===== src/rtl/gb_bus_config.svh =====
`ifndef GB_BUS_CONFIG_SVH
`define GB_BUS_CONFIG_SVH

// Value seen on a read nobody answers
`define GB_OPEN_BUS 8'hff

// Bytes moved per OAM DMA, also the sprite table size
`define GB_OAM_BYTES 160

// Array depths
`define GB_VRAM_DEPTH 8192
`define GB_OAM_DEPTH 256
`define GB_HRAM_DEPTH 128

// DMA start register in the IO page
`define GB_DMA_REG_ADR 16'hff46

`endif

===== src/rtl/gb_bus_pkg.sv =====
package gb_bus_pkg;

	typedef logic [15:0] addr_t;
	typedef logic [7:0]  data_t;

	typedef logic [12:0] vram_adr_t;
	typedef logic [7:0]  oam_adr_t;
	typedef logic [6:0]  hram_adr_t;

	typedef enum logic [2:0] {
		REG_EXT,
		REG_VRAM,
		REG_OAM,
		REG_HRAM,
		REG_DMA_REG,
		REG_NONE
	} region_e;

	typedef enum logic [1:0] {
		DMA_IDLE,
		DMA_RUN,
		DMA_LAST
	} dma_state_e;

endpackage


===== src/rtl/gb_ram.sv =====
`timescale 1ns/1ps

module gb_ram #(
	parameter int DEPTH = 256
) (
	input  logic                     gbclk,
	input  logic [$clog2(DEPTH)-1:0] adr,
	input  gb_bus_pkg::data_t        wdata,
	input  logic                     we,
	output gb_bus_pkg::data_t        rdata
);

	gb_bus_pkg::data_t mem [DEPTH];

	// Read every cycle, old data on a same-cycle write
	always_ff @(posedge gbclk) begin
		if (we) begin
			mem[adr] <= wdata;
		end
		rdata <= mem[adr];
	end

endmodule


===== config.mk =====
export PLATFORM = sky130hd
export DESIGN_NAME = gb_ram
export DESIGN_NICKNAME = d
export VERILOG_FILES = /design/src/rtl/gb_bus_config.svh /design/src/rtl/gb_bus_pkg.sv /design/src/rtl/gb_ram.sv
export SDC_FILE = /design/constraint.sdc
export NUM_CORES = 2
export LEC_CHECK = 0
export BUFFER_PORTS_ARGS = -buffer_cell sky130_fd_sc_hd__clkbuf_2
export CORE_MARGIN = 2
export CORE_UTILIZATION = 40
export CTS_CLUSTER_SIZE = 12
export DETAILED_ROUTE_END_ITERATION = 10
export GPL_ROUTABILITY_DRIVEN = 0
export MAX_ROUTING_LAYER = met4
export PLACE_DENSITY = 0.56
export SLEW_MARGIN = 10
export SYNTH_ARGS = -nofsm -noshare
export SYNTH_HDL_FRONTEND = slang
export SYNTH_SLANG_ARGS = --single-unit

===== constraint.sdc =====
create_clock -name gbclk -period 3.7 [get_ports gbclk]
set_input_delay 0.185 -clock gbclk [delete_from_list [all_inputs] [get_ports gbclk]]
set_output_delay 0.185 -clock gbclk [all_outputs]
set_load 0.05 [all_outputs]

---- Word-level counts from Yosys, hierarchy flattened ----
Memories as Yosys holds them, arrays and structs flattened. A register that Yosys moved wholly into a read port is not among the register bits.
Index checks and enable logic that the tools add are counted.
storage, ports and cells
  register bits after elaboration ......... 0
  RAM bits ................................ 2048
  bits of input ports ..................... 18
  output and inout bits ................... 8
  word-level logic and storage cells ...... 3
  memories ................................ 1
operators by class
  multiplexer cells ....................... 2
memory list
  name  depth  bits a word  read ports  clocked after memory_dff  wr ports  line          text
  mem   256    8            1           1                         1         gb_ram.sv:13  gb_bus_pkg::data_t mem [DEPTH];
operators with widths
  kind               count
  1-bit two-way mux  2

---- Logic depth before layout (Yosys ltp) ----
  depth in word-level cells ............... 2
  mapped depth ............................ 10
  mapped depth without buffers ............ 5

---- Worst setup path before layout ----
No wires, ideal clock.
  path kind ............................... input to register
  from .................................... input adr[1]
  to ...................................... memory mem[111][0] (netlist bit), enable pin
  setup time .............................. 0.370 ns
  arrival time ............................ 2.034 ns
  required time ........................... 3.330 ns
  setup slack ............................. 1.296 ns
  stages on the path ...................... 9
  path buffers ............................ 5
  cell sequence ........................... buf_2 clkbuf_1 clkbuf_1 nand2_1 buf_2 nor2_1 nand2_1 clkbuf_1 nor2_1
RTL lines
  element             line          text
  start: declaration  gb_ram.sv:7   input logic [$clog2(DEPTH)-1:0] adr,
  end: declaration    gb_ram.sv:13
No word-level cell before the write port.

==> results.toml <==
[status]
status = "completed"

[drt]
ant_nets = 0
routedWlPerCell_um = 30.0
drt_iter0_drc = 4853
drc_errors = 0
routed_wirelength_um = 203000
dr.pass1.iters = 5
vias = 38500
via_per_inst = 5.70

[worst_setup_path]
critPathArrivalTime_ns = 3.63
rr_startpoint = "mem[174][3]$_DFFE_PP_"
endpoint_kind = "flip-flop"
required_ns = 4.37
r2r_slack_ns = 0.74
path_max_fanout = 1
start_kind = "flip-flop"
worstSetupPathType = "flip-flop to flip-flop"
startpoint = "mem[174][3]$_DFFE_PP_"

[global_routing]
gr-total-overflow = 0
antenna_found_initial = 5
globalRouteMet1Util_pct = 29.5
grt_util_met3_pct = 3.23
grt_max_degree = 115
grtUsageMet2_pct = 32.6
grt_first_pass_wirelength_um = 290000
grt_pass1_vias = 38800
gr-max-usage-layer = "met2"
grt_usage_pct = 21.0

[place]
dpl_cell_area_um2 = 84800
pre_cts_slack_ns = -0.0609
numPortBuffers = 25
hpwl_um = 126000

[timing]
fin_crit_ns = 2.96
setup_violations = 0
max-slew-margin-rel_pct = 22.4
post-route-period-util_pct = 80.0
setup_slack_ns = 0.739
rsz0062_at_grt = "false"
finalMaxSlewViolations = 0
fmax_ghz = 0.338
fin_skew_ns = 0.0510
finalHoldViolations = 0
worst_pin_slew_ns = 1.15

[synth]
ys_seq_area_share_pct = 78.6
yosys.area.top_type = "edfxtp_1"
synth_area_um2 = 78500
avgSynthCellArea_um2 = 22.1
syn_nets = 3565
synth_cells = 3547
yosys-top-cells-area = "edfxtp_1, mux4_2, a22oi_1, nor2_1, a21oi_1"
synth-seq-cells = 2056
yosys_warnings = 0
yosysTopAreaCellShare_pct = 78.3
synthDistinctLibCells = 22

[clock_tree]
path_clk_slew_ns = 0.06
cts_setup_buffers = 0
cts_max_path_buffers = 3
cts.htree.levels = 4
cts_resized = 0
clk_latency_ns = 0.85
hold_buffers = 9
numClockSinks = 2056
cts_root_buf = "clkbuf_16"
cts_made_buffers = 207
cts_tree = "done"

[power]
power_switching_mw = 10.3
seqPwrFrac_pct = 54.2
power.leakage_nw = 28.2
p_int_mw = 37.2
power_frac_comb_pct = 5.0
switching_share_pct = 21.6
p_per_area_nw_per_um2 = 521
ir_drop_mv = 0.420
power_mw = 47.4
clkPwrFrac_pct = 40.8

[finish]
synthToLayoutAreaGrowth_pct = 15.9
final_nets = 4005
drive_gt1_share_pct = 29.9
final_area_um2 = 91000

[flow_run]
cap_violations = 0

[die]
die_w_um = 447
dieArea_um2 = 200000
die_height_um = 447
ios = 26
core_area_um2 = 195000
initial_core_util_pct = 40.3
rows = 162

[hold_path]
holdCritStartpoint = "adr[7]"
hold_class = "primary input to flip-flop"
## sequential cells by signal (all words and copies together) (netlist names)
signal  flops
mem      2048
rdata       8
## layout by cell type, fill, tap and decap left out, types with 3 or more instances in the layout
cell,synthesis,final
buf_12,0,47
buf_4,16,381
nand2_2,0,3
clkinv_8,0,5
nand3_2,0,6
clkbuf_1,145,67
dlygate4sd3_1,0,9
nor2b_1,7,5
mux4_2,512,512
clkbuf_16,0,208
a21oi_1,128,128
nand2b_1,6,4
inv_6,0,4
clkbuf_2,0,15
diode_2,0,3
nand2_1,28,25
clkinv_1,0,32
nand3_1,13,7
nor2_1,232,231
dfxtp_1,8,8
o41ai_2,0,3
bufinv_16,0,5
buf_8,0,10
o41ai_1,32,29
edfxtp_1,2048,2048
nand4_1,8,8
a22oi_1,256,256
nor3_1,30,30
inv_16,0,4
clkinv_2,0,21
## Yosys cell counts (all sizes together)
| master | number |
|---|---|
| a22oi | 256 |
| and2 | 3 |
| clkbuf | 145 |
| inv | 1 |
| nand4 | 8 |
| or3 | 1 |
| or2 | 2 |
| edfxtp | 2048 |
| nand2b | 6 |
| nand3 | 13 |
| nand2 | 28 |
| buf | 87 |
| a21oi | 128 |
| nor3 | 30 |
| nor2 | 232 |
| nor2b | 7 |
| mux4 | 512 |
| dfxtp | 8 |
| o41ai | 32 |
## area by class of cell
class / count / area (µm²)
Antenna cell: 3 / 7.51
Timing Repair Buffer: 463 / 4120
Sequential cell: 2056 / 61700
Clock buffer: 275 / 5460
Tap cell: 2624 / 3280
Fill cell: 16200 / 104000
Clock inverter: 74 / 641
Multi-Input combinational cell: 1258 / 15800
Inverter: 1 / 3.75
## per-layer routing
layer,share of wire (%),up-vias
li1,-,15900
met1,43,20900
met2,49,1388
met3,6.4,243
met4,1.8,0
met5,0,-
## path summary, 6_finish.rpt
path,to,depth (start not counted)
max reg2reg,rdata[3]$_DFF_P_,6
min reg2reg,rdata[3]$_DFF_P_,5
max,rdata[3]$_DFF_P_,6
min,rdata[5]$_DFF_P_,5
## metrics by stage
| step | setup TNS (ns) | util [%] | hold WS (ns) | cells |
|---|---|---|---|---|
| 4_1_cts | 0 | 46.7 | 0.0554 | 6751 |
| 5_1_grt | 0 | 46.7 | 0.183 | 6753 |
| 3_3_place_gp | -0.664 | 43.5 | 0.630 | 6391 |
| 6_report | 0 | 46.7 | 0.168 | 6754 |
| 3_5_place_dp | -0.0912 | 43.5 | 0.635 | 6393 |
| 2_1_floorplan | 0 | - | 0.284 | 3547 |
## worst max-delay path, stage by stage (launching register included)
cell	delay, ns
edfxtp_1	0.36
mux4_2	0.47
a22oi_1	0.32
a21oi_1	0.21
o41ai_1	1.08
buf_4	0.26
nand4_1	0.09
## power by group through the flow
stage	registers (mW)	logic, mW	clock network, mW
3_3_place_gp	26.2	2.37	0
6_report	25.7	2.36	19.3
5_1_grt	25.7	2.50	20.6
4_1_cts	25.7	2.40	19.7
2_1_floorplan	26.2	1.14	0
3_5_place_dp	26.2	2.39	0
## cell families (layout without fill, tap and decap cells)
| group | count (synthesis) | after routing | share of synthesized area [%] |
|---|---|---|---|
| AO/OA/AOI/OAI | 416 | 416 | 3.62 |
| other | 0 | 3 | 0 |
| multiplexers | 512 | 512 | 14.7 |
| AND/OR/NAND/NOR | 330 | 330 | 1.73 |
| flip-flops | 2056 | 2056 | 78.6 |
| buffers and inverters | 233 | 813 | 1.40 |
Note: power is estimated with default switching activity, not from simulation.
