[config.mk]
export PLATFORM = sky130hd
export DESIGN_NAME = gb_oam_dma
export DESIGN_NICKNAME = d
export VERILOG_FILES = /design/src/rtl/gb_bus_pkg.sv /design/src/rtl/gb_oam_dma.sv
export VERILOG_INCLUDE_DIRS = /design/src /design/src/rtl
export SDC_FILE = /design/constraint.sdc
export NUM_CORES = 1
export LEC_CHECK = 0
export ABC_CLOCK_PERIOD_IN_PS = 1550
export BUFFER_PORTS_ARGS = -buffer_cell sky130_fd_sc_hd__buf_2
export CAP_MARGIN = 40
export CORE_ASPECT_RATIO = 0.75
export CORE_MARGIN = 2
export CORE_UTILIZATION = 40
export CTS_CLUSTER_DIAMETER = 100
export DETAILED_ROUTE_END_ITERATION = 12
export GPL_ROUTABILITY_DRIVEN = 0
export PLACE_DENSITY = 0.74
export SYNTH_ARGS = -nofsm -noshare
export SYNTH_HDL_FRONTEND = slang
export SYNTH_SLANG_ARGS = --single-unit
export TNS_END_PERCENT = 10
[constraint.sdc]
create_clock -name gbclk -period 1.55 [get_ports gbclk]
set_input_delay 0 -clock gbclk [delete_from_list [all_inputs] [get_ports gbclk]]
set_output_delay 0 -clock gbclk [all_outputs]
set_load 0.01 [all_outputs]
[src/rtl/gb_bus_config.svh]
`ifndef GB_BUS_CONFIG_SVH
`define GB_BUS_CONFIG_SVH

// Value seen on a read nobody answers
`define GB_OPEN_BUS 8'hff

// Bytes moved per OAM DMA, also the sprite table size
`define GB_OAM_BYTES 160

// Array depths
`define GB_VRAM_DEPTH 8192
`define GB_OAM_DEPTH 256
`define GB_HRAM_DEPTH 128

// DMA start register in the IO page
`define GB_DMA_REG_ADR 16'hff46

`endif
[src/rtl/gb_bus_pkg.sv]
package gb_bus_pkg;

	typedef logic [15:0] addr_t;
	typedef logic [7:0]  data_t;

	typedef logic [12:0] vram_adr_t;
	typedef logic [7:0]  oam_adr_t;
	typedef logic [6:0]  hram_adr_t;

	typedef enum logic [2:0] {
		REG_EXT,
		REG_VRAM,
		REG_OAM,
		REG_HRAM,
		REG_DMA_REG,
		REG_NONE
	} region_e;

	typedef enum logic [1:0] {
		DMA_IDLE,
		DMA_RUN,
		DMA_LAST
	} dma_state_e;

endpackage

[src/rtl/gb_oam_dma.sv]
`timescale 1ns/1ps
`include "gb_bus_config.svh"

module gb_oam_dma (
	input  logic                 gbclk,
	input  logic                 rst,
	input  logic                 dma_start,
	input  gb_bus_pkg::data_t    cpu_wdata,
	input  gb_bus_pkg::data_t    dma_rdata,
	output logic                 dma_active,
	output gb_bus_pkg::data_t    dma_page,
	output gb_bus_pkg::addr_t    dma_src_adr,
	output logic                 dma_rd,
	output gb_bus_pkg::oam_adr_t dma_oam_adr,
	output gb_bus_pkg::data_t    dma_wdata,
	output logic                 dma_wr
);

	import gb_bus_pkg::*;

	dma_state_e state;
	oam_adr_t   cnt;
	oam_adr_t   wr_idx;
	logic       wr_pending;
	data_t      page;

	assign dma_active  = (state != DMA_IDLE);
	assign dma_rd      = (state == DMA_RUN);
	assign dma_src_adr = {page, cnt};
	assign dma_page    = page;

	// Write side trails the read side by one cycle
	assign dma_oam_adr = wr_idx;
	assign dma_wr      = wr_pending;
	assign dma_wdata   = dma_rdata;

	always_ff @(posedge gbclk) begin
		wr_idx <= cnt;
		if (rst) begin
			state      <= DMA_IDLE;
			cnt        <= '0;
			wr_pending <= 1'b0;
			page       <= '0;
		end else begin
			wr_pending <= dma_rd;
			case (state)
				DMA_IDLE: begin
					if (dma_start) begin
						state <= DMA_RUN;
						cnt   <= '0;
						page  <= cpu_wdata;
					end
				end
				DMA_RUN: begin
					cnt <= cnt + 1'b1;
					if (cnt == oam_adr_t'(`GB_OAM_BYTES - 1)) begin
						state <= DMA_LAST;
					end
				end
				// Only the final OAM write left
				DMA_LAST: state <= DMA_IDLE;
				default:  state <= DMA_IDLE;
			endcase
		end
	end

endmodule

Word level (Yosys, flattened, before mapping)
Index checks and enable logic that the tools add are counted.

word-level totals
  register bits = 27
  bits of input ports = 19
  word-level logic and storage cells = 21

operators by class
  $add $sub $neg = 1
  eq/ne operators = 4
  mux-type cells = 5
  reductions and logical operators = 6

operators by type and width
  kind                                                    count
  case mux 8 bit (2 select lines)                         1
  adder 8 x 1 -> 8 bit (second input constant)            1
  == test 8 bit (second input constant)                   1
  two-way mux 8 bit                                       1
  AND reduction 2 bit                                     3
  two-way mux 2 bit                                       2
  case mux 2 bit (2 select lines)                         1
  nonzero test 2 bit                                      2
  == test 2 x 1 -> 1 bit (second input constant)          1
  zero test 2 bit                                         1
  inequality test 2 x 1 -> 1 bit (second input constant)  1
  inequality test 2 bit (second input constant)           1

Logic depth before layout (Yosys ltp)
  depth in word-level cells = 3
  gate-level depth with buffers = 5
  mapped depth without buffers = 4

Least setup slack after synthesis
Ideal clock, no wire load.

  kind = flip-flop to flip-flop
  start point = reg cnt[0]
  end point = reg state[1]
  library setup time = 0.078 ns
  arrival time = 1.382 ns
  data required time = 1.472 ns
  path slack = 0.090 ns
  stages on the path, launching flop included = 5
  buffers on the path = 0
  cell sequence = dfxtp_1 > ha_1 > nand3_1 > or4_1 > nor3_1

on the way
  cells in the longest elaborated chain, start to end = 3

ends and longest elaborated chain
  element                                   RTL line          source
  start: declaration                        gb_oam_dma.sv:22  oam_adr_t cnt;
  start signal: assignment                  gb_oam_dma.sv:55  cnt <= cnt + 1'b1;
  == test 8 bit                             gb_oam_dma.sv:56  if (cnt == oam_adr_t'(`GB_OAM_BYTES - 1)) begin
  inequality test 2 x 1 -> 1 bit (no line)  -
  AND reduction 2 bit (no line)             -
  end signal: assignment                    gb_oam_dma.sv:57  state <= DMA_LAST;
  end signal: assignment                    gb_oam_dma.sv:61  DMA_LAST: state <= DMA_IDLE;
  end signal: assignment                    gb_oam_dma.sv:62  default: state <= DMA_IDLE;
  end: declaration                          gb_oam_dma.sv:21  dma_state_e state;

No other way between the ends.
A chain may end at the register's enable or synchronous reset.

Final worst setup path
Same ends and word-level chain as after synthesis.

==> summary.md <==
| Metric | Value |
|---|---|
| Run status | `completed` |
| Peak supply drop | `slightly below 0.5 mV` |
| Htree depth | `1` |
| Nets | `~180` |
| Synth warnings | `0` |
| Wire per inst | `around 13 um` |
| Most frequent cell after synthesis | `dfxtp_1` |
| Max Used Layer | `met4` |
| Fillers | `approximately 250` |
| Min cycle time layout | `around 1.4 ns` |
| CTS tree | `done` |
| DR vias | `between 900 and 1,000` |
| Crit-path cells | `ha_1 > nand3_2 > or4_1 > nor3_1` |
| Syn-to-layout area delta | `26.2%` |
| Final setup TNS | `0 ns` |
| Initial antenna violation count | `0` |
| Final worst-path cycle share | `approximately 90%` |
| Largest net degree at the start of global routing | `20` |
| Top cells by area, synth | `dfxtp_1 51%, buf_4 11%, a21oi_1 7.1%, nand2_1 6.7%, o211ai_1 2.1%` |
| Total GRT Usage | `16.6%` |
| DP HPWL | `~1.7 mm` |
| Syn Inst Count | `~120` |
| Clock sink count | `27` |
| Synth Area per Inst | `roughly 9.1 um2` |
| Yosys top cell area share | `51.1%` |
| WS Path Type | `reg2reg` |
| Worst Tran Pin Value | `0.525 ns` |
| Core region area | `~0.0026 mm2` |
| Max transition margin | `about two thirds` |
| DIE HEIGHT | `around 49 um` |
| Synthesized net count | `136` |
| Max Cap Violations | `0` |
| Clk_lat worst skew | `~0.33 ns` |
| Total grt overflow | `0` |
| Met2 routed WL | `around 1.2 mm` |
| Detailed Route WL | `~2.4 mm` |
| EDFF count, synth | `0` |
| Most frequent cells after synthesis | `27 x dfxtp_1, 19 x nand2_1, 16 x buf_4` |
| Layout cell share with drive strength beyond 1 | `between 30% and 40%` |
| Max Freq | `a little over 700 MHz` |
| Number of global-route vias before repair | `883` |
| DR pass1 iterations | `4` |
| M1 WL | `968 um` |
| Final setup viols | `0` |
| Clock buffer depth | `2` |
| DIE WIDTH | `between 60 and 70 um` |
| Clock transition at path regs | `0.15 ns` |
| Vias per inst | `between 4 and 5` |
| Worst setup SP type | `flop` |
| IO buf count | `45` |
| Lkg Pwr | `a little over 0.0006 uW` |
| Register Area | `around 540 um2` |
| Hold Path Class | `in2out` |
| Synthesized area | `~0.0011 mm2` |
| Root Driver | `clkbuf_4` |
| Finished Layout Cells | `roughly 190` |
| Synth cell types | `29` |
| # IOs | `62` |
| Max Slew Vio Count | `0` |
| CP Max Fanout | `6` |
| Site Rows | `16` |
| Critical Path AT | `approximately 1.7 ns` |
| Met3 wire length | `170 um` |
| Worst path slowest cell | `or4_1` |
| Unrepaired setup endpoints after global routing | `no` |
| Primary FF master, synth | `dfxtp_1` |
| First-pass GRT wire length | `about 4.1 mm` |
| Fin Clk Skew | `between 0.01 and 0.015 ns` |
| Post-synth ARST share | `0%` |
| CP required | `1.81 ns` |
| Post-route ant nets | `0` |
| #FFs+latches synth | `27` |
| Area leader, netlist | `dfxtp_1` |
| Area of the multi-input gates | `around 370 um2` |
| Initial DRC Count | `55` |
| Crit path capture type | `flop` |
| Pwr/cell area | `893 mW/mm2` |
| Sequential cell area fraction in the yosys report | `about half` |
| # DRC | `0` |
| ANT cells | `0` |
| Initial core utilization | `between 40% and 50%` |
| Die area | `roughly 0.0031 mm2` |
| Dpl cells | `180` |
| Fin. Hold Viols | `0` |
| Delay of the slowest critical-path stage | `0.49 ns` |
| TritonCTS buffer count | `3` |
==> placed cells by master, fill, tap and decap left out, drive strengths merged, types with 2 or more instances in the layout <==
cell,instances
buf,49
dfxtp,27
nand2,19
a21oi,15
dlygate4sd3,8
inv,3
o211ai,3
or3,3
clkbuf,3
nand3,3
nor3b,2
or4,2
nor2,2
a211oi,2
==> layer usage <==
layer,GRT usage (%),vias up
li1,-,463
met1,19.3,423
met3,5.58,14
met4,8.33,0
met5,0,-
met2,27.2,35
==> cell type report <==
class | count | area share [%]
Tap cell | 36 | 3.38
Timing Repair Buffer | 57 | 25.1
Sequential cell | 27 | 40.5
Clock inverter | 1 | 0.563
Clock buffer | 3 | 1.69
Inverter | 3 | 0.844
Multi-Input combinational cell | 65 | 27.9
==> critical path: cells and delay by family, from the launching register on <==
family / cells / cell delay, ns
and+or+nand+nor: 3 / 0.74
adders and majority gates: 1 / 0.22
DFF: 1 / 0.37
==> report_power, final <==
part	switching, uW	internal, uW	leakage, uW	total (uW)
Combinational	86.7	70.5	0.000379	157
Sequential	14.5	716	0.000220	731
Clock	205	98.7	0.0000139	304
==> final timing paths <==
path,endpoint,cells after the start,startpoint,slack (ns)
setup reg to reg,state[1],4,cnt[0],0.15
hold reg to reg,dma_oam_adr[7],0,cnt[7],0.42
setup / recovery,state[1],4,cnt[0],0.15
hold / removal,dma_wdata[7],0,dma_rdata[7],0.000008
==> per-stage QoR <==
| stage | setup slack (ns) | hold WS, ns | util (%) | cell area (um2) | total power (uW) |
|---|---|---|---|---|---|
| floorplan | 0.0897 | 0.0918 | - | 1060 | 858 |
| global placement | 0.206 | 0.000129 | 47.5 | 1220 | 879 |
| detailed placement | 0.151 | 0.000129 | 47.5 | 1220 | 885 |
| CTS | 0.0913 | 0.000129 | 51.8 | 1330 | 1210 |
| global route | 0.0132 | 0.0000239 | 52.1 | 1330 | 1260 |
| finish | 0.148 | 0.00000842 | 52.1 | 1330 | 1190 |
==> cells by family after synthesis <==
group                      Yosys count  share of synthesized area, %
and+or+nand+nor                     38                          18.1
DFF                                 27                          51.1
AOI/OAI and AO/OA                   25                          14.2
buffers and inverters               24                          14.4
muxes                                1                         0.947
adders and majority gates            1                          1.18
==> what timing repair did <==
item,CTS,global route
gates resized for setup,0,2
endpoints found under the setup margin,0,2
setup buffers,0,0
endpoints found under the hold margin,8,0
hold buffers,8,0
==> flip-flops by register name, indices dropped and copies added (netlist names) <==
name / flops
dma_page: 8
dma_wr: 1
cnt: 8
state: 2
dma_oam_adr: 8
Power figures use the tool's default switching activity.
