$ cat src/rtl/gb_bus_config.svh
`ifndef GB_BUS_CONFIG_SVH
`define GB_BUS_CONFIG_SVH

// Value seen on a read nobody answers
`define GB_OPEN_BUS 8'hff

// Bytes moved per OAM DMA, also the sprite table size
`define GB_OAM_BYTES 160

// Array depths
`define GB_VRAM_DEPTH 8192
`define GB_OAM_DEPTH 256
`define GB_HRAM_DEPTH 128

// DMA start register in the IO page
`define GB_DMA_REG_ADR 16'hff46

`endif
$ cat src/rtl/gb_bus_pkg.sv
package gb_bus_pkg;

	typedef logic [15:0] addr_t;
	typedef logic [7:0]  data_t;

	typedef logic [12:0] vram_adr_t;
	typedef logic [7:0]  oam_adr_t;
	typedef logic [6:0]  hram_adr_t;

	typedef enum logic [2:0] {
		REG_EXT,
		REG_VRAM,
		REG_OAM,
		REG_HRAM,
		REG_DMA_REG,
		REG_NONE
	} region_e;

	typedef enum logic [1:0] {
		DMA_IDLE,
		DMA_RUN,
		DMA_LAST
	} dma_state_e;

endpackage

$ cat src/rtl/gb_addr_decode.sv
`timescale 1ns/1ps
`include "gb_bus_config.svh"

module gb_addr_decode (
	input  gb_bus_pkg::addr_t   adr,
	output gb_bus_pkg::region_e region
);

	import gb_bus_pkg::*;

	// Checked top down, first match wins
	always_comb begin
		if (!adr[15]) begin
			// Cartridge ROM
			region = REG_EXT;
		end else if (adr[15:13] == 3'b100) begin
			region = REG_VRAM;
		end else if (adr < 16'hfe00) begin
			// Cartridge RAM, work RAM and its echo
			region = REG_EXT;
		end else if (adr < 16'hfea0) begin
			region = REG_OAM;
		end else if (adr == `GB_DMA_REG_ADR) begin
			region = REG_DMA_REG;
		end else if (adr >= 16'hff80 && adr != 16'hffff) begin
			region = REG_HRAM;
		end else begin
			// FEA0-FEFF hole, other IO, FFFF
			region = REG_NONE;
		end
	end

endmodule

$ cat config.mk
export PLATFORM = sky130hd
export DESIGN_NAME = gb_addr_decode
export DESIGN_NICKNAME = d
export VERILOG_FILES = /design/src/rtl/gb_bus_pkg.sv /design/src/rtl/gb_addr_decode.sv
export VERILOG_INCLUDE_DIRS = /design/src /design/src/rtl
export SDC_FILE = /design/constraint.sdc
export NUM_CORES = 1
export LEC_CHECK = 0
export BUFFER_PORTS_ARGS = -buffer_cell sky130_fd_sc_hd__buf_4
export CAP_MARGIN = 20
export CORE_AREA = 5 5 42 44
export DETAILED_ROUTE_END_ITERATION = 16
export DIE_AREA = 0 0 47 49
export GPL_TIMING_DRIVEN = 0
export MAX_ROUTING_LAYER = met4
export PLACE_DENSITY = 0.33
export SLEW_MARGIN = 20
export SYNTH_ARGS = -nofsm -noshare
export SYNTH_HDL_FRONTEND = slang
export SYNTH_SLANG_ARGS = --single-unit
$ cat constraint.sdc
create_clock -name vclk -period 2.6
set_input_delay 0.26 -clock vclk [all_inputs]
set_output_delay 0.26 -clock vclk [all_outputs]
set_load 0.02 [all_outputs]
======== Yosys cells after proc, flatten, opt, wreduce, memory -nomap -nowiden ========
Index checks and enable logic that the tools add are counted.
word-level totals
  bits of input ports ..................... 16
  ROM bits ................................ 0
  memories kept ........................... 0
  output and inout bits ................... 3
  bits in latches ......................... 0
  bits in writable memories ............... 0
  register bits after elaboration ......... 0
operators by class
  multiplexer cells ....................... 6
  shifts and indexed selects .............. 0
  reduce and logical (&&, ||, !) cells .... 1
  $mul .................................... 0
  equal/unequal tests ..................... 3
  magnitude comparators ................... 3
  $add $sub $neg .......................... 0
  div/mod/pow operators ................... 0
  bitwise operators ....................... 0
operator list
  operator                number
  $lt A16 B16 Y1 const B  2
  $mux W3                 6
  $eq A16 B16 Y1 const B  1
  $ge A16 B16 Y1 const B  1
  $ne A16 B16 Y1 const B  1
  $eq A3 B3 Y1 const B    1
  $logic_and A1 B1 Y1     1

======== Depth between registers and ports, before layout ========
Gate-level depths: netlist of the first run.
  word-level depth ........................ 8
  gate-level depth with buffers ........... 3
  mapped depth without buffers ............ 3

======== Worst setup path after synthesis of the first run ========
OpenSTA, ideal clock, no wires.
  path type ............................... input-to-output
  start ................................... in adr[7]
  end ..................................... out region[0]
  data arrival time ....................... 1111 ps
  path slack .............................. 1229 ps
  cell stages on the path ................. 3
  cells stage by stage .................... or4b_1 nor4_2 o32ai_1
on the way
  longest elaborated chain between the ends .. 6
  elaborated cells between the ends (all ways) .. 8
  classes of those cells .................. order compare (2); eq/ne (1); mux (5)
RTL lines
  what                                                                    line                  source
  start, declared                                                         gb_addr_decode.sv:5   input gb_bus_pkg::addr_t adr,
  parallel branches: the longest is 3 deep, another holds $lt A16 B16 Y1  --
  $mux W3 *                                                               gb_addr_decode.sv:18  end else if (adr < 16'hfe00) begin
  $mux W3 *                                                               gb_addr_decode.sv:16  end else if (adr[15:13] == 3'b100) begin
  $mux W3 *                                                               gb_addr_decode.sv:13  if (!adr[15]) begin
  end, declared                                                           gb_addr_decode.sv:6   output gb_bus_pkg::region_e region
Mark *: on every way between the ends.

======== Worst setup path after layout of the first run ========
Same ends and word-level chain as after synthesis.

==> results.tsv, run 1 <==
metric	value	unit
status	finished clean	
start_util	0.0750	
cts_setup_buffers	0	
path_depth	5	
design.core.area	1400	um^2
grtUsageTotal	0.0568	
area_growth	155	%
fin_nets	52	
crit_required	2.34	ns
synth_top_area_frac	0.143	
cts_hold_buf	0	
clock_buffers	0	
ys_types	14	
cts_resized	0	
rsz0062_at_grt	false	
dpl.hpwl	616	um
multi_input_area	101	um^2
vias	206	
synth.area.mux_share	0	
fin_cells	50	
report.final.slew_viol_count	0	
antennaDiodeCount	0	
drive_above_1_share	0.618	
yosys.area_share.adder	0	
most-common-layout-cells	buf_4, o211ai_1	
worst_path_largest_cell_delay	0.53	ns
grt_max_degree	5	
final_common_cell	buf_4	
cap_violations	0	
report.power.total	0.0297	mW
ys_warn_count	0	
cp-end-kind	primary output	
ys_seq_area_frac	0	
dpl_cell_area	268	um^2
drt_iter0_drc	3	
fin_hold_ws	0.833	ns
yosys.area.top_type	o211ai_1	
setup_viol	0	
crit_arrival	1.37	ns
fin_tns_setup	0	ns
ir_worst_vdd	27.6	uV
viasPerCell	4.12	
seq_cell_count	0	
wl	635	um
worst_slew_pin_slew	0.264	ns
grt_pass1_vias	213	
syn_nets	31	
synthTopCellsByArea	o211ai_1, nor4_2, or4b_1	
synth-xor-area-share	0	
ioPinCount	19	
synth_compound_area_frac	0.345	
die-area	2300	um^2
startpoint_type	primary input	
synthSimpleGateAreaFrac	0.619	
drc	0	
die_w	47	um
path_cells	buf_4 -> or4b_1 -> nor4_2 -> o32ai_1 -> buf_4	
fin_crit	1.63	ns
worst_path_most_repeated_cell	buf_4	
grt-ovfl-total	0	
fill_cells	165	
slew_headroom	0.824	
antenna_found_initial	0	
hold_viol_final	0	
wl_per_cell	12.7	um
place.gp.congestion	0.744	
whs_path_depth	3	
worstHoldPathType	primary input to primary output	
register_area	0	um^2
fmax	0.615	GHz
cp_num_buf_inv	2	
critPathTopFamily	simple AND/OR/NAND/NOR gates	
pwr_density_cell	111	nW/um^2
rows	14	
synth_area	105	um^2
fin_crit_sh	0.625	
cp_slowest_cell	or4b_1	
first_pass_iters	4	
dp_cells	50	
p_leak	0.123	nW
path_max_fanout	3	
synth_cells	15	
synth_top_family_by_area	simple AND/OR/NAND/NOR gates	
ant_nets	0	
fin_area	268	um^2
syn_avg_cell_area	7.01	um^2
grt_pass1_wl	1010	um
fp.dieH	49	um
portBuffers	19	
critical_path_class	primary input to primary output	
==> cell type report <==
cell class	count	share of cell area
inverters	1	0.0140
multi-input cells	14	0.379
well taps	16	0.0748
repair buffers	19	0.533
==> routing by layer <==
layer | routed length (um) | share of wire | track usage
met2 | 203 | 0.32 | 0.0701
met5 | 0 | 0 | -
met3 | 60 | 0.094 | 0.00369
met4 | 0 | 0 | 0
met1 | 371 | 0.58 | 0.102
==> worst paths after layout <==
path / start / endpoint / slack (ns)
setup / recovery: adr[7] / region[0] / 0.97
hold / removal: adr[13] / region[0] / 0.83
==> power breakdown <==
part           internal [mW]  leakage, nW  total, mW  switching [mW]
clock                      0            0          0               0
sequential                 0            0          0               0
combinational         0.0197        0.123     0.0297         0.00998
==> Yosys cell counts (all sizes together) <==
master	number
nor4	1
nor2b	1
or4b	1
nand2	1
o211ai	2
nand3	1
and3	1
or2	1
o32ai	1
inv	1
a21oi	1
nand4	1
and4	1
o21a	1
==> cells by family (layout without fill, tap and decap cells) <==
| group | after synthesis | in the layout |
|---|---|---|
| AOI/OAI and AO/OA | 5 | 5 |
| and+or+nand+nor | 9 | 9 |
| buffers and inverters | 1 | 20 |
==> through the flow <==
stage / utilization / worst slack, ns
floorplan: - / 1.23
global placement: 0.191 / 0.976
detailed placement: 0.191 / 0.970
CTS: 0.191 / 0.966
global route: 0.191 / 0.923
finish: 0.191 / 0.974
(Power assumes the default switching activity.)
==> run 2: changes to the inputs <==
--- a/config.mk
+++ b/config.mk
@@ -6,6 +6,7 @@
 export SDC_FILE = /design/constraint.sdc
 export NUM_CORES = 1
 export LEC_CHECK = 0
+export ABC_AREA = 1
 export BUFFER_PORTS_ARGS = -buffer_cell sky130_fd_sc_hd__buf_4
 export CAP_MARGIN = 20
 export CORE_AREA = 5 5 42 44
@@ -13,7 +14,7 @@
 export DIE_AREA = 0 0 47 49
 export GPL_TIMING_DRIVEN = 0
 export MAX_ROUTING_LAYER = met4
-export PLACE_DENSITY = 0.33
+export PLACE_DENSITY = 0.4
 export SLEW_MARGIN = 20
 export SYNTH_ARGS = -nofsm -noshare
 export SYNTH_HDL_FRONTEND = slang
==> constraint.sdc (replaced) <==
create_clock -name vclk -period 1.35
set_input_delay 0.135 -clock vclk [all_inputs]
set_output_delay 0.135 -clock vclk [all_outputs]
set_load 0.02 [all_outputs]
==> run 2 against run 1 <==
Core utilization increased by 5.0 points. Final cell count is 44% higher. Setup slack worse by 0.67 ns. Largest power group unchanged. Die area stayed put. Via count increased by 37%. Power grew 130%.
==> results.tsv, run 2 <==
metric	value	unit
status	finished clean	
report.final.slew_viol_count	0	
yosys.area.top_type	nand2_1	
ys_warn_count	0	
fin_area	338	um^2
synth-xor-area-share	0	
design.core.area	1400	um^2
syn_avg_cell_area	4.73	um^2
drc	0	
drt_iter0_drc	0	
grt-ovfl-total	0	
critPathTopFamily	simple AND/OR/NAND/NOR gates	
cts_setup_buffers	0	
grt_pass1_wl	855	um
fin_crit	1.05	ns
synth_top_family_by_area	simple AND/OR/NAND/NOR gates	
crit_required	1.22	ns
synthSimpleGateAreaFrac	0.821	
cp_slowest_cell	buf_4	
ir_worst_vdd	47.8	uV
synth.area.mux_share	0	
path_cells	buf_4 -> nand2_1 -> nor2_1 -> nand2_2 -> nor2_2 -> nand2_1 -> and2_1 -> buf_4	
slew_headroom	0.890	
cts_resized	0	
seq_cell_count	0	
crit_arrival	0.91	ns
ys_seq_area_frac	0	
antennaDiodeCount	0	
dpl_cell_area	338	um^2
fp.dieH	49	um
p_leak	0.178	nW
worst_path_largest_cell_delay	0.15	ns
synth_top_area_frac	0.236	
fin_hold_ws	0.620	ns
synth_area	175	um^2
yosys.area_share.adder	0	
syn_nets	53	
utilization	0.241	
synth_common_cells	nand2_1, nor2_1, nand3_1	
rows	14	
fin_crit_sh	0.775	
drive_above_1_share	0.411	
clock_buffers	0	
ant_nets	0	
die-area	2300	um^2
synthTopCellsByArea	nand2_1, nor2_1, nand3_1	
place.gp.congestion	0.656	
grt_max_degree	5	
vias	283	
cts_hold_buf	0	
worstHoldPathType	primary input to primary output	
rsz0062_at_grt	false	
most-common-layout-cells	buf_4, nand2_1, nor2_1	
register_area	0	um^2
grtUsageTotal	0.0453	
yosysMostFrequentCell	nand2_1	
ys_types	13	
antenna_found_initial	0	
startpoint_type	primary input	
worst_slew_pin_slew	0.164	ns
synth_cells	37	
viasPerCell	3.93	
cap_violations	0	
path_max_fanout	3	
wl_per_cell	7.82	um
report.power.total	0.0696	mW
cp-end-kind	primary output	
setup_viol	0	
dpl.hpwl	529	um
first_pass_iters	1	
synth_compound_area_frac	0.114	
cp_num_buf_inv	2	
grt_pass1_vias	259	
fmax	0.956	GHz
fin_tns_setup	0	ns
start_util	0.125	
fin_nets	74	
die_w	47	um
ioPinCount	19	
final_common_cell	buf_4	
pwr_density_cell	206	nW/um^2
portBuffers	19	
hold_viol_final	0	
critical_path_class	primary input to primary output	
wl	563	um
area_growth	92.9	%
==> run 2: layer usage <==
metal | vias to the layer above | GRT usage | routed length [um]
met4 | 0 | 0 | 0
met5 | - | - | 0
li1 | 156 | - | -
met1 | 113 | 0.0630 | 253
met3 | 0 | 0.00369 | 74
met2 | 14 | 0.0747 | 236
==> run 2: logic make-up (layout without fill, tap and decap cells) <==
group / after synthesis / after routing
AO/OA/AOI/OAI: 3 / 3
buffers and inverters: 3 / 22
AND/OR/NAND/NOR: 31 / 31
==> run 2: stage by stage <==
stage / worst slack, ns / cells
final: 0.304 / 72
after global routing: 0.179 / 72
after CTS: 0.281 / 72
after detailed placement: 0.283 / 72
after global placement: 0.280 / 72
after floorplan: 0.352 / 37
==> run 2: worst paths after layout <==
check | start | to | slack, ns | cells past startpoint
worst min-delay path | adr[15] | region[0] | 0.62 | 4
worst max-delay path | adr[11] | region[2] | 0.30 | 8
==> run 2: tightest hold or removal path: stages <==
cell     delay [ns]
buf_4          0.09
nand2_1        0.05
nand3_1        0.07
buf_4          0.14
==> run 2: final cells by class <==
type	instances	area, um^2
tap	16	20.0
fill	167	1060
multi-input combinational	34	164
inverter	3	11.3
timing repair buffer	19	143
==> run 2: report_power, final <==
group,leakage (nW),switching [mW],internal [mW]
Sequential,0,0,0
Combinational,0.178,0.0287,0.0410
Clock,0,0,0
Total,0.178,0.0287,0.0410
