==> src/rtl/gb_bus_config.svh <==
`ifndef GB_BUS_CONFIG_SVH
`define GB_BUS_CONFIG_SVH

// Value seen on a read nobody answers
`define GB_OPEN_BUS 8'hff

// Bytes moved per OAM DMA, also the sprite table size
`define GB_OAM_BYTES 160

// Array depths
`define GB_VRAM_DEPTH 8192
`define GB_OAM_DEPTH 256
`define GB_HRAM_DEPTH 128

// DMA start register in the IO page
`define GB_DMA_REG_ADR 16'hff46

`endif
==> src/rtl/gb_bus_pkg.sv <==
package gb_bus_pkg;

	typedef logic [15:0] addr_t;
	typedef logic [7:0]  data_t;

	typedef logic [12:0] vram_adr_t;
	typedef logic [7:0]  oam_adr_t;
	typedef logic [6:0]  hram_adr_t;

	typedef enum logic [2:0] {
		REG_EXT,
		REG_VRAM,
		REG_OAM,
		REG_HRAM,
		REG_DMA_REG,
		REG_NONE
	} region_e;

	typedef enum logic [1:0] {
		DMA_IDLE,
		DMA_RUN,
		DMA_LAST
	} dma_state_e;

endpackage

==> src/rtl/gb_bus_arbiter.sv <==
`timescale 1ns/1ps
`include "gb_bus_config.svh"

module gb_bus_arbiter (
	input  logic                  gbclk,
	input  logic                  rst,
	input  gb_bus_pkg::region_e   cpu_region,
	input  gb_bus_pkg::region_e   dma_region,
	input  gb_bus_pkg::addr_t     cpu_adr,
	input  gb_bus_pkg::data_t     cpu_wdata,
	input  logic                  cpu_rd,
	input  logic                  cpu_wr,
	input  logic                  ppu_vram_req,
	input  logic                  ppu_oam_req,
	input  gb_bus_pkg::addr_t     ppu_adr,
	input  gb_bus_pkg::data_t     ext_rdata,
	input  gb_bus_pkg::data_t     vram_rdata,
	input  gb_bus_pkg::data_t     oam_rdata,
	input  gb_bus_pkg::data_t     hram_rdata,
	input  logic                  dma_active,
	input  gb_bus_pkg::addr_t     dma_src_adr,
	input  logic                  dma_rd,
	input  gb_bus_pkg::oam_adr_t  dma_oam_adr,
	input  gb_bus_pkg::data_t     dma_wdata,
	input  logic                  dma_wr,
	input  gb_bus_pkg::data_t     dma_page,
	output gb_bus_pkg::data_t     cpu_rdata,
	output gb_bus_pkg::addr_t     ext_adr,
	output logic                  ext_rd,
	output logic                  ext_wr,
	output gb_bus_pkg::data_t     ext_wdata,
	output gb_bus_pkg::vram_adr_t vram_adr,
	output gb_bus_pkg::data_t     vram_wdata,
	output logic                  vram_we,
	output gb_bus_pkg::oam_adr_t  oam_adr,
	output gb_bus_pkg::data_t     oam_wdata,
	output logic                  oam_we,
	output gb_bus_pkg::hram_adr_t hram_adr,
	output logic                  hram_we,
	output logic                  dma_start,
	output gb_bus_pkg::data_t     dma_rdata
);

	import gb_bus_pkg::*;

	logic    ppu_vram_gnt, dma_vram_gnt, cpu_vram_gnt;
	logic    ppu_oam_gnt, dma_oam_gnt, cpu_oam_gnt;
	logic    dma_ext_gnt;
	region_e cpu_src_d, cpu_src_q, dma_src_d, dma_src_q;
	logic    rd_q;
	data_t   ext_q, hold_q, cpu_mux;

	assign ppu_vram_gnt = ppu_vram_req;
	assign dma_vram_gnt = !ppu_vram_req && dma_active && dma_region == REG_VRAM;
	assign cpu_vram_gnt = !ppu_vram_gnt && !dma_vram_gnt && cpu_region == REG_VRAM;
	assign ppu_oam_gnt  = ppu_oam_req;
	assign dma_oam_gnt  = !ppu_oam_req && dma_active;
	assign cpu_oam_gnt  = !ppu_oam_gnt && !dma_oam_gnt && cpu_region == REG_OAM;
	assign dma_ext_gnt  = dma_active && dma_region == REG_EXT;

	assign dma_start = cpu_wr && cpu_region == REG_DMA_REG && !dma_active;

	assign vram_adr   = ppu_vram_gnt ? ppu_adr[12:0] :
			    dma_vram_gnt ? dma_src_adr[12:0] : cpu_adr[12:0];
	assign vram_wdata = cpu_wdata;
	assign vram_we    = cpu_vram_gnt && cpu_wr;

	assign oam_adr   = ppu_oam_gnt ? ppu_adr[7:0] :
			   dma_oam_gnt ? dma_oam_adr : cpu_adr[7:0];
	assign oam_wdata = dma_oam_gnt ? dma_wdata : cpu_wdata;
	assign oam_we    = dma_oam_gnt ? dma_wr : (cpu_oam_gnt && cpu_wr);

	assign hram_adr = cpu_adr[6:0];
	assign hram_we  = cpu_wr && cpu_region == REG_HRAM;

	// DMA never writes the external bus
	assign ext_adr   = dma_ext_gnt ? dma_src_adr : cpu_adr;
	assign ext_rd    = dma_ext_gnt ? dma_rd : cpu_rd;
	assign ext_wr    = !dma_ext_gnt && cpu_wr;
	assign ext_wdata = cpu_wdata;

	// A lost access reads back as open bus
	always_comb begin
		cpu_src_d = cpu_region;
		if ((cpu_region == REG_VRAM && !cpu_vram_gnt) ||
		    (cpu_region == REG_OAM && !cpu_oam_gnt) ||
		    (cpu_region == REG_EXT && dma_ext_gnt)) begin
			cpu_src_d = REG_NONE;
		end
		dma_src_d = REG_NONE;
		if (dma_vram_gnt || dma_ext_gnt) begin
			dma_src_d = dma_region;
		end
	end

	always_ff @(posedge gbclk) begin
		if (ext_rd) begin
			ext_q <= ext_rdata;
		end
		if (rst) begin
			rd_q      <= 1'b0;
			cpu_src_q <= REG_NONE;
			dma_src_q <= REG_NONE;
			hold_q    <= '0;
		end else begin
			rd_q      <= cpu_rd;
			dma_src_q <= dma_src_d;
			hold_q    <= cpu_rdata;
			if (cpu_rd) begin
				cpu_src_q <= cpu_src_d;
			end
		end
	end

	always_comb begin
		case (cpu_src_q)
			REG_EXT:     cpu_mux = ext_q;
			REG_VRAM:    cpu_mux = vram_rdata;
			REG_OAM:     cpu_mux = oam_rdata;
			REG_HRAM:    cpu_mux = hram_rdata;
			REG_DMA_REG: cpu_mux = dma_page;
			default:     cpu_mux = `GB_OPEN_BUS;
		endcase
		case (dma_src_q)
			REG_EXT:  dma_rdata = ext_q;
			REG_VRAM: dma_rdata = vram_rdata;
			default:  dma_rdata = `GB_OPEN_BUS;
		endcase
	end

	// Fresh data right after a read, then held
	assign cpu_rdata = rd_q ? cpu_mux : hold_q;

endmodule

==> config.mk <==
export PLATFORM = sky130hd
export DESIGN_NAME = gb_bus_arbiter
export DESIGN_NICKNAME = d
export VERILOG_FILES = /design/src/rtl/gb_bus_pkg.sv /design/src/rtl/gb_bus_arbiter.sv
export VERILOG_INCLUDE_DIRS = /design/src /design/src/rtl
export SDC_FILE = /design/constraint.sdc
export NUM_CORES = 1
export LEC_CHECK = 0
export ABC_AREA = 1
export BUFFER_PORTS_ARGS = -buffer_cell sky130_fd_sc_hd__buf_2
export CAP_MARGIN = 5
export CORE_ASPECT_RATIO = 1.1
export CORE_MARGIN = 3
export CORE_UTILIZATION = 30
export DETAILED_ROUTE_END_ITERATION = 16
export PLACE_DENSITY = 0.69
export SLEW_MARGIN = 30
export SYNTH_ARGS = -nofsm -noshare
export SYNTH_HDL_FRONTEND = slang
export SYNTH_SLANG_ARGS = --single-unit
==> constraint.sdc <==
create_clock -name gbclk -period 5.4 [get_ports gbclk]
set_input_delay 0.81 -clock gbclk [delete_from_list [all_inputs] [get_ports gbclk]]
set_output_delay 0.81 -clock gbclk [all_outputs]
set_load 0.1 [all_outputs]
### Yosys cells after proc, flatten, opt, wreduce, memory -nomap -nowiden

Index checks and enable logic that the tools add are counted.

| word-level totals | value |
|---|---|
| bits of input ports | 127 |
| output and inout port bits | 90 |
| word-level logic and storage cells | 61 |
| flip-flop bits (word level) | 23 |

| operators by class | value |
|---|---|
| mux-type cells | 12 |
| bitwise gates (word level) | 1 |
| reduce and logical (&&, ||, !) cells | 33 |
| equality and inequality tests | 10 |

Operators with widths:

| operator | count |
|---|---|
| $pmux 8 s5 | 1 |
| $mux 8 | 4 |
| $mux 13 | 2 |
| $logic_and 1x1->1 | 17 |
| $mux 16 | 1 |
| $pmux 8 s2 | 1 |
| $eq 3x1->1 const B | 4 |
| $eq 3x2->1 const B | 4 |
| $logic_not 3->1 | 4 |
| $logic_not 1->1 | 8 |
| $eq 3x3->1 const B | 2 |
| $logic_or 1x1->1 | 3 |
| $mux 3 | 1 |
| $mux 1 | 2 |
| $reduce_or 2->1 | 1 |
| $not 1->1 | 1 |

### Depth between registers and ports, before layout

| depth | value |
|---|---|
| word-level depth | 11 |
| gate-level depth with buffers | 9 |

### Worst setup path after synthesis

No wires, ideal clock.

| path | value |
|---|---|
| kind | input to output |
| start | input port dma_region[2] |
| end | output port ext_rd |
| required time | 4,590 ps |
| cell stages on the path | 5 |
| slack | 664 ps |
| arrival time | 3,926 ps |
| path through | inv_1 -> nand3_1 -> inv_1 -> buf_2 -> o21ai_0 |

| on the way | value |
|---|---|
| longest elaborated chain between the ends | 3 |

Ends and longest elaborated chain:

| element | RTL line | RTL |
|---|---|---|
| start: declaration | gb_bus_arbiter.sv:8 | `input gb_bus_pkg::region_e dma_region,` |
| $logic_not 3->1 | gb_bus_arbiter.sv:59 | `assign dma_ext_gnt = dma_active && dma_region == REG_EXT;` |
| $logic_and 1x1->1 | gb_bus_arbiter.sv:59 |  |
| $mux 1 | gb_bus_arbiter.sv:78 | `assign ext_rd = dma_ext_gnt ? dma_rd : cpu_rd;` |
| end: declaration | gb_bus_arbiter.sv:29 | `output logic ext_rd,` |

Every way passes these cells.

### Worst setup path in the final report

| path | value |
|---|---|
| start | input port dma_region[1] |
| end | output port ext_rd |

The elaborated chain is that of the path after synthesis.

==> reports/results.ini <==
[outcome]
status = finished clean

[power]
total_power_uw = 829.8
p_leak_nw = 1.850
pwr-share-seq_pct = 24.8
p_comb_share_pct = 62.5
vdd_ir_drop_max_mv = 0.1741
switching_power_uw = 491.4
netSwitchingFraction_pct = 59.22
pwr-share-clk_pct = 12.8
power_density_nw_per_um2 = 257.6
internal_power_uw = 338.4

[sta]
maxSlewViolCount = 0
post-route-period-util_pct = 65.96
fin_skew_ns = 0.005822
setup_viol = 0
hold_viol = 0
period_needed_ns = 3.562
grt_setup_unrepaired = no
worstMarginPinSlew_ns = 0.8740
fmax_mhz = 280.8
slew_headroom_pct = 41.67
setup_tns_ns = 0

[synthesis]
yosysUniqueCellTypes = 25
synth.net_count = 512
syn_area_um2 = 2231
syn-mean-instance-area_um2 = 5.795
ys_seq_elements = 23
netlist_instances = 385
yosysWarnings = 0
synth-seq-area-share_pct = 24.23

[worst_setup_path]
end_kind = output port
path_common_cell = buf_2
path_class = input port to output port
start_kind = input port
slowest_stage = inv_1
reg2reg_to = hold_q[2]
rrSetupSlack_ns = 3.83
worstPathMaxFanout = 33
required_ns = 4.59
r2r_start = cpu_src_q[2]
critPathMaxStageDelay_ns = 0.70
worst-path-buf-inv = 4
critPathTopFamily = buffers and inverters
arrival_ns = 2.75
reg2reg_depth = 9
path_cells = buf_2 > nor2_1 > nand3_1 > inv_1 > nand2_1 > o21ai_0 > buf_4 > buf_2

[clocking]
cts.repair.resized = 0
cts_hold_buffers = 0
cts_tree = yes
clkSinkCount = 23
cts_buffers = 3
clk_latency_ns = 0.26
post_cts_buffers = 0
h-tree-depth = 1
clockBufferDepth = 2
clk_pin_slew_worst_paths_ns = 0.08
cts_root_buf = clkbuf_8

[floorplanning]
die_w_um = 88.22
die_area_um2 = 8508
rows = 32
io_pins = 217
coreArea_um2 = 7127
start_util_pct = 31.30
die_h_um = 96.44

[final_layout]
fin_nets = 696
stdcell_count = 653
drive_gt1_share_pct = 41.20
final_cell_mix = buf_2, nand2_1, inv_1
final_common_cell = buf_2
n_antenna_cell = 0
area_growth_pct = 44.36

[drt]
wl_per_cell_um = 13.37
postRouteAntennaNets = 0
drtPass1Iterations = 4
drc = 0
vias_per_cell = 4.767
drt_iter0_markers = 98
finalWirelength_um = 8731
via_count = 3113

[global_route]
grt_overflow = 0
grt_antenna_before_repair = 0
grt_pass1_wl_um = 13430
grt_pass1_vias = 2912
grt_usage_pct = 19.57
grt_max_degree = 34

[worst_hold_path]
hold_class = register to register
hold_start = hold_q[2]
holdPathStages = 3
hold_end = hold_q[2]

[placed_design]
dp.cells = 649
io_buffers = 213
place.gp.congestion = 0.8845
dp_hpwl_um = 7418

[job]
cap_violations = 0

cell families after synthesis:
family / synth area share [%]
other: 0.1681
buffers and inverters: 18.28
DFF: 24.23
and+or+nand+nor: 41.45
AOI/OAI and AO/OA: 15.87
cells in the mapped netlist:
library cell | count | share of area, %
nor2_4 | 2 | 1.0
nand2_1 | 154 | 26
clkbuf_1 | 2 | 0.34
o22ai_1 | 8 | 2.2
o21ai_2 | 1 | 0.39
nand2_2 | 1 | 0.28
conb_1 | 1 | 0.17
dfxtp_1 | 15 | 13
o21ai_0 | 14 | 3.1
nor3_1 | 1 | 0.22
inv_2 | 3 | 0.50
inv_1 | 43 | 7.2
a21oi_1 | 10 | 2.2
nor3_2 | 1 | 0.45
buf_2 | 8 | 1.8
edfxtp_1 | 8 | 11
nor2_2 | 1 | 0.28
nor2_1 | 31 | 5.2
nand4_1 | 8 | 2.2
or2_2 | 8 | 2.2
o31ai_1 | 1 | 0.34
o21ai_1 | 2 | 0.45
nand3_1 | 16 | 3.6
o211ai_1 | 21 | 7.1
buf_4 | 25 | 8.4
flip-flops by register name (all words and copies together) (netlist names):
register and count:
rd_q 1, ext_q 8, dma_src_q 3, cpu_src_q 3, hold_q 8
metal layers:
| metal | vias up | routed length [µm] | global-route usage, % | share of wire, % |
|---|---|---|---|---|
| met3 | 12 | 549 | 3.478 | 6.3 |
| met5 | - | 0 | 0 | 0 |
| met4 | 0 | 106 | 3.652 | 1.2 |
| met1 | 1389 | 3455 | 23.74 | 40 |
| met2 | 135 | 4619 | 36.10 | 53 |
| li1 | 1577 | - | - | - |
worst reg2reg max path, cell delays in order (launching register included):
cell and delay [ns]:
dfxtp_1 0.61, inv_2 0.19, nand2_1 0.15, nor2_4 0.08
nand2_1 0.09, nand2_1 0.06, nor2_1 0.11, nand2_1 0.07
nand2_1 0.07, nor2_1 0.04
how the worst max path moves through the flow:
stage                              from  endpoint  slack [ns]  cells after the start
final                     dma_region[1]    ext_rd        1.84                      8
after global routing      dma_region[1]    ext_rd        1.54                      8
after CTS                 dma_region[1]    ext_rd        1.81                      8
after detailed placement  dma_region[1]    ext_rd        1.81                      8
after global placement    dma_region[1]    ext_rd        1.83                      8
after floorplan           dma_region[2]    ext_rd        0.66                      5
area by class of cell:
class / count / area, µm²
Fill cell: 773 / 3906
Multi-Input combinational cell: 281 / 1282
Timing Repair Buffer: 214 / 1074
Sequential cell: 23 / 540.5
Inverter: 46 / 172.7
Tap cell: 85 / 106.4
Clock buffer: 4 / 45.04
power by group through the flow:
stage / clock (mW) / combinational [mW] / sequential (mW)
6_report: 0.106 / 0.518 / 0.205
5_1_grt: 0.117 / 0.543 / 0.207
4_1_cts: 0.110 / 0.520 / 0.205
3_5_place_dp: 0 / 0.519 / 0.209
3_3_place_gp: 0 / 0.517 / 0.208
2_1_floorplan: 0 / 0.425 / 0.203
per-stage QoR:
| stage | setup WS, ns | cell area (µm²) | utilization (%) | hold WS (ns) |
|---|---|---|---|---|
| 2_1_floorplan | 0.6641 | 2231 | - | 0.5171 |
| 3_3_place_gp | 1.831 | 3176 | 44.56 | 0.5321 |
| 3_5_place_dp | 1.812 | 3176 | 44.56 | 0.5391 |
| 4_1_cts | 1.809 | 3221 | 45.19 | 0.5639 |
| 5_1_grt | 1.535 | 3221 | 45.19 | 0.5819 |
| 6_report | 1.838 | 3221 | 45.19 | 0.5558 |
Note: power is estimated with default switching activity, not from simulation.
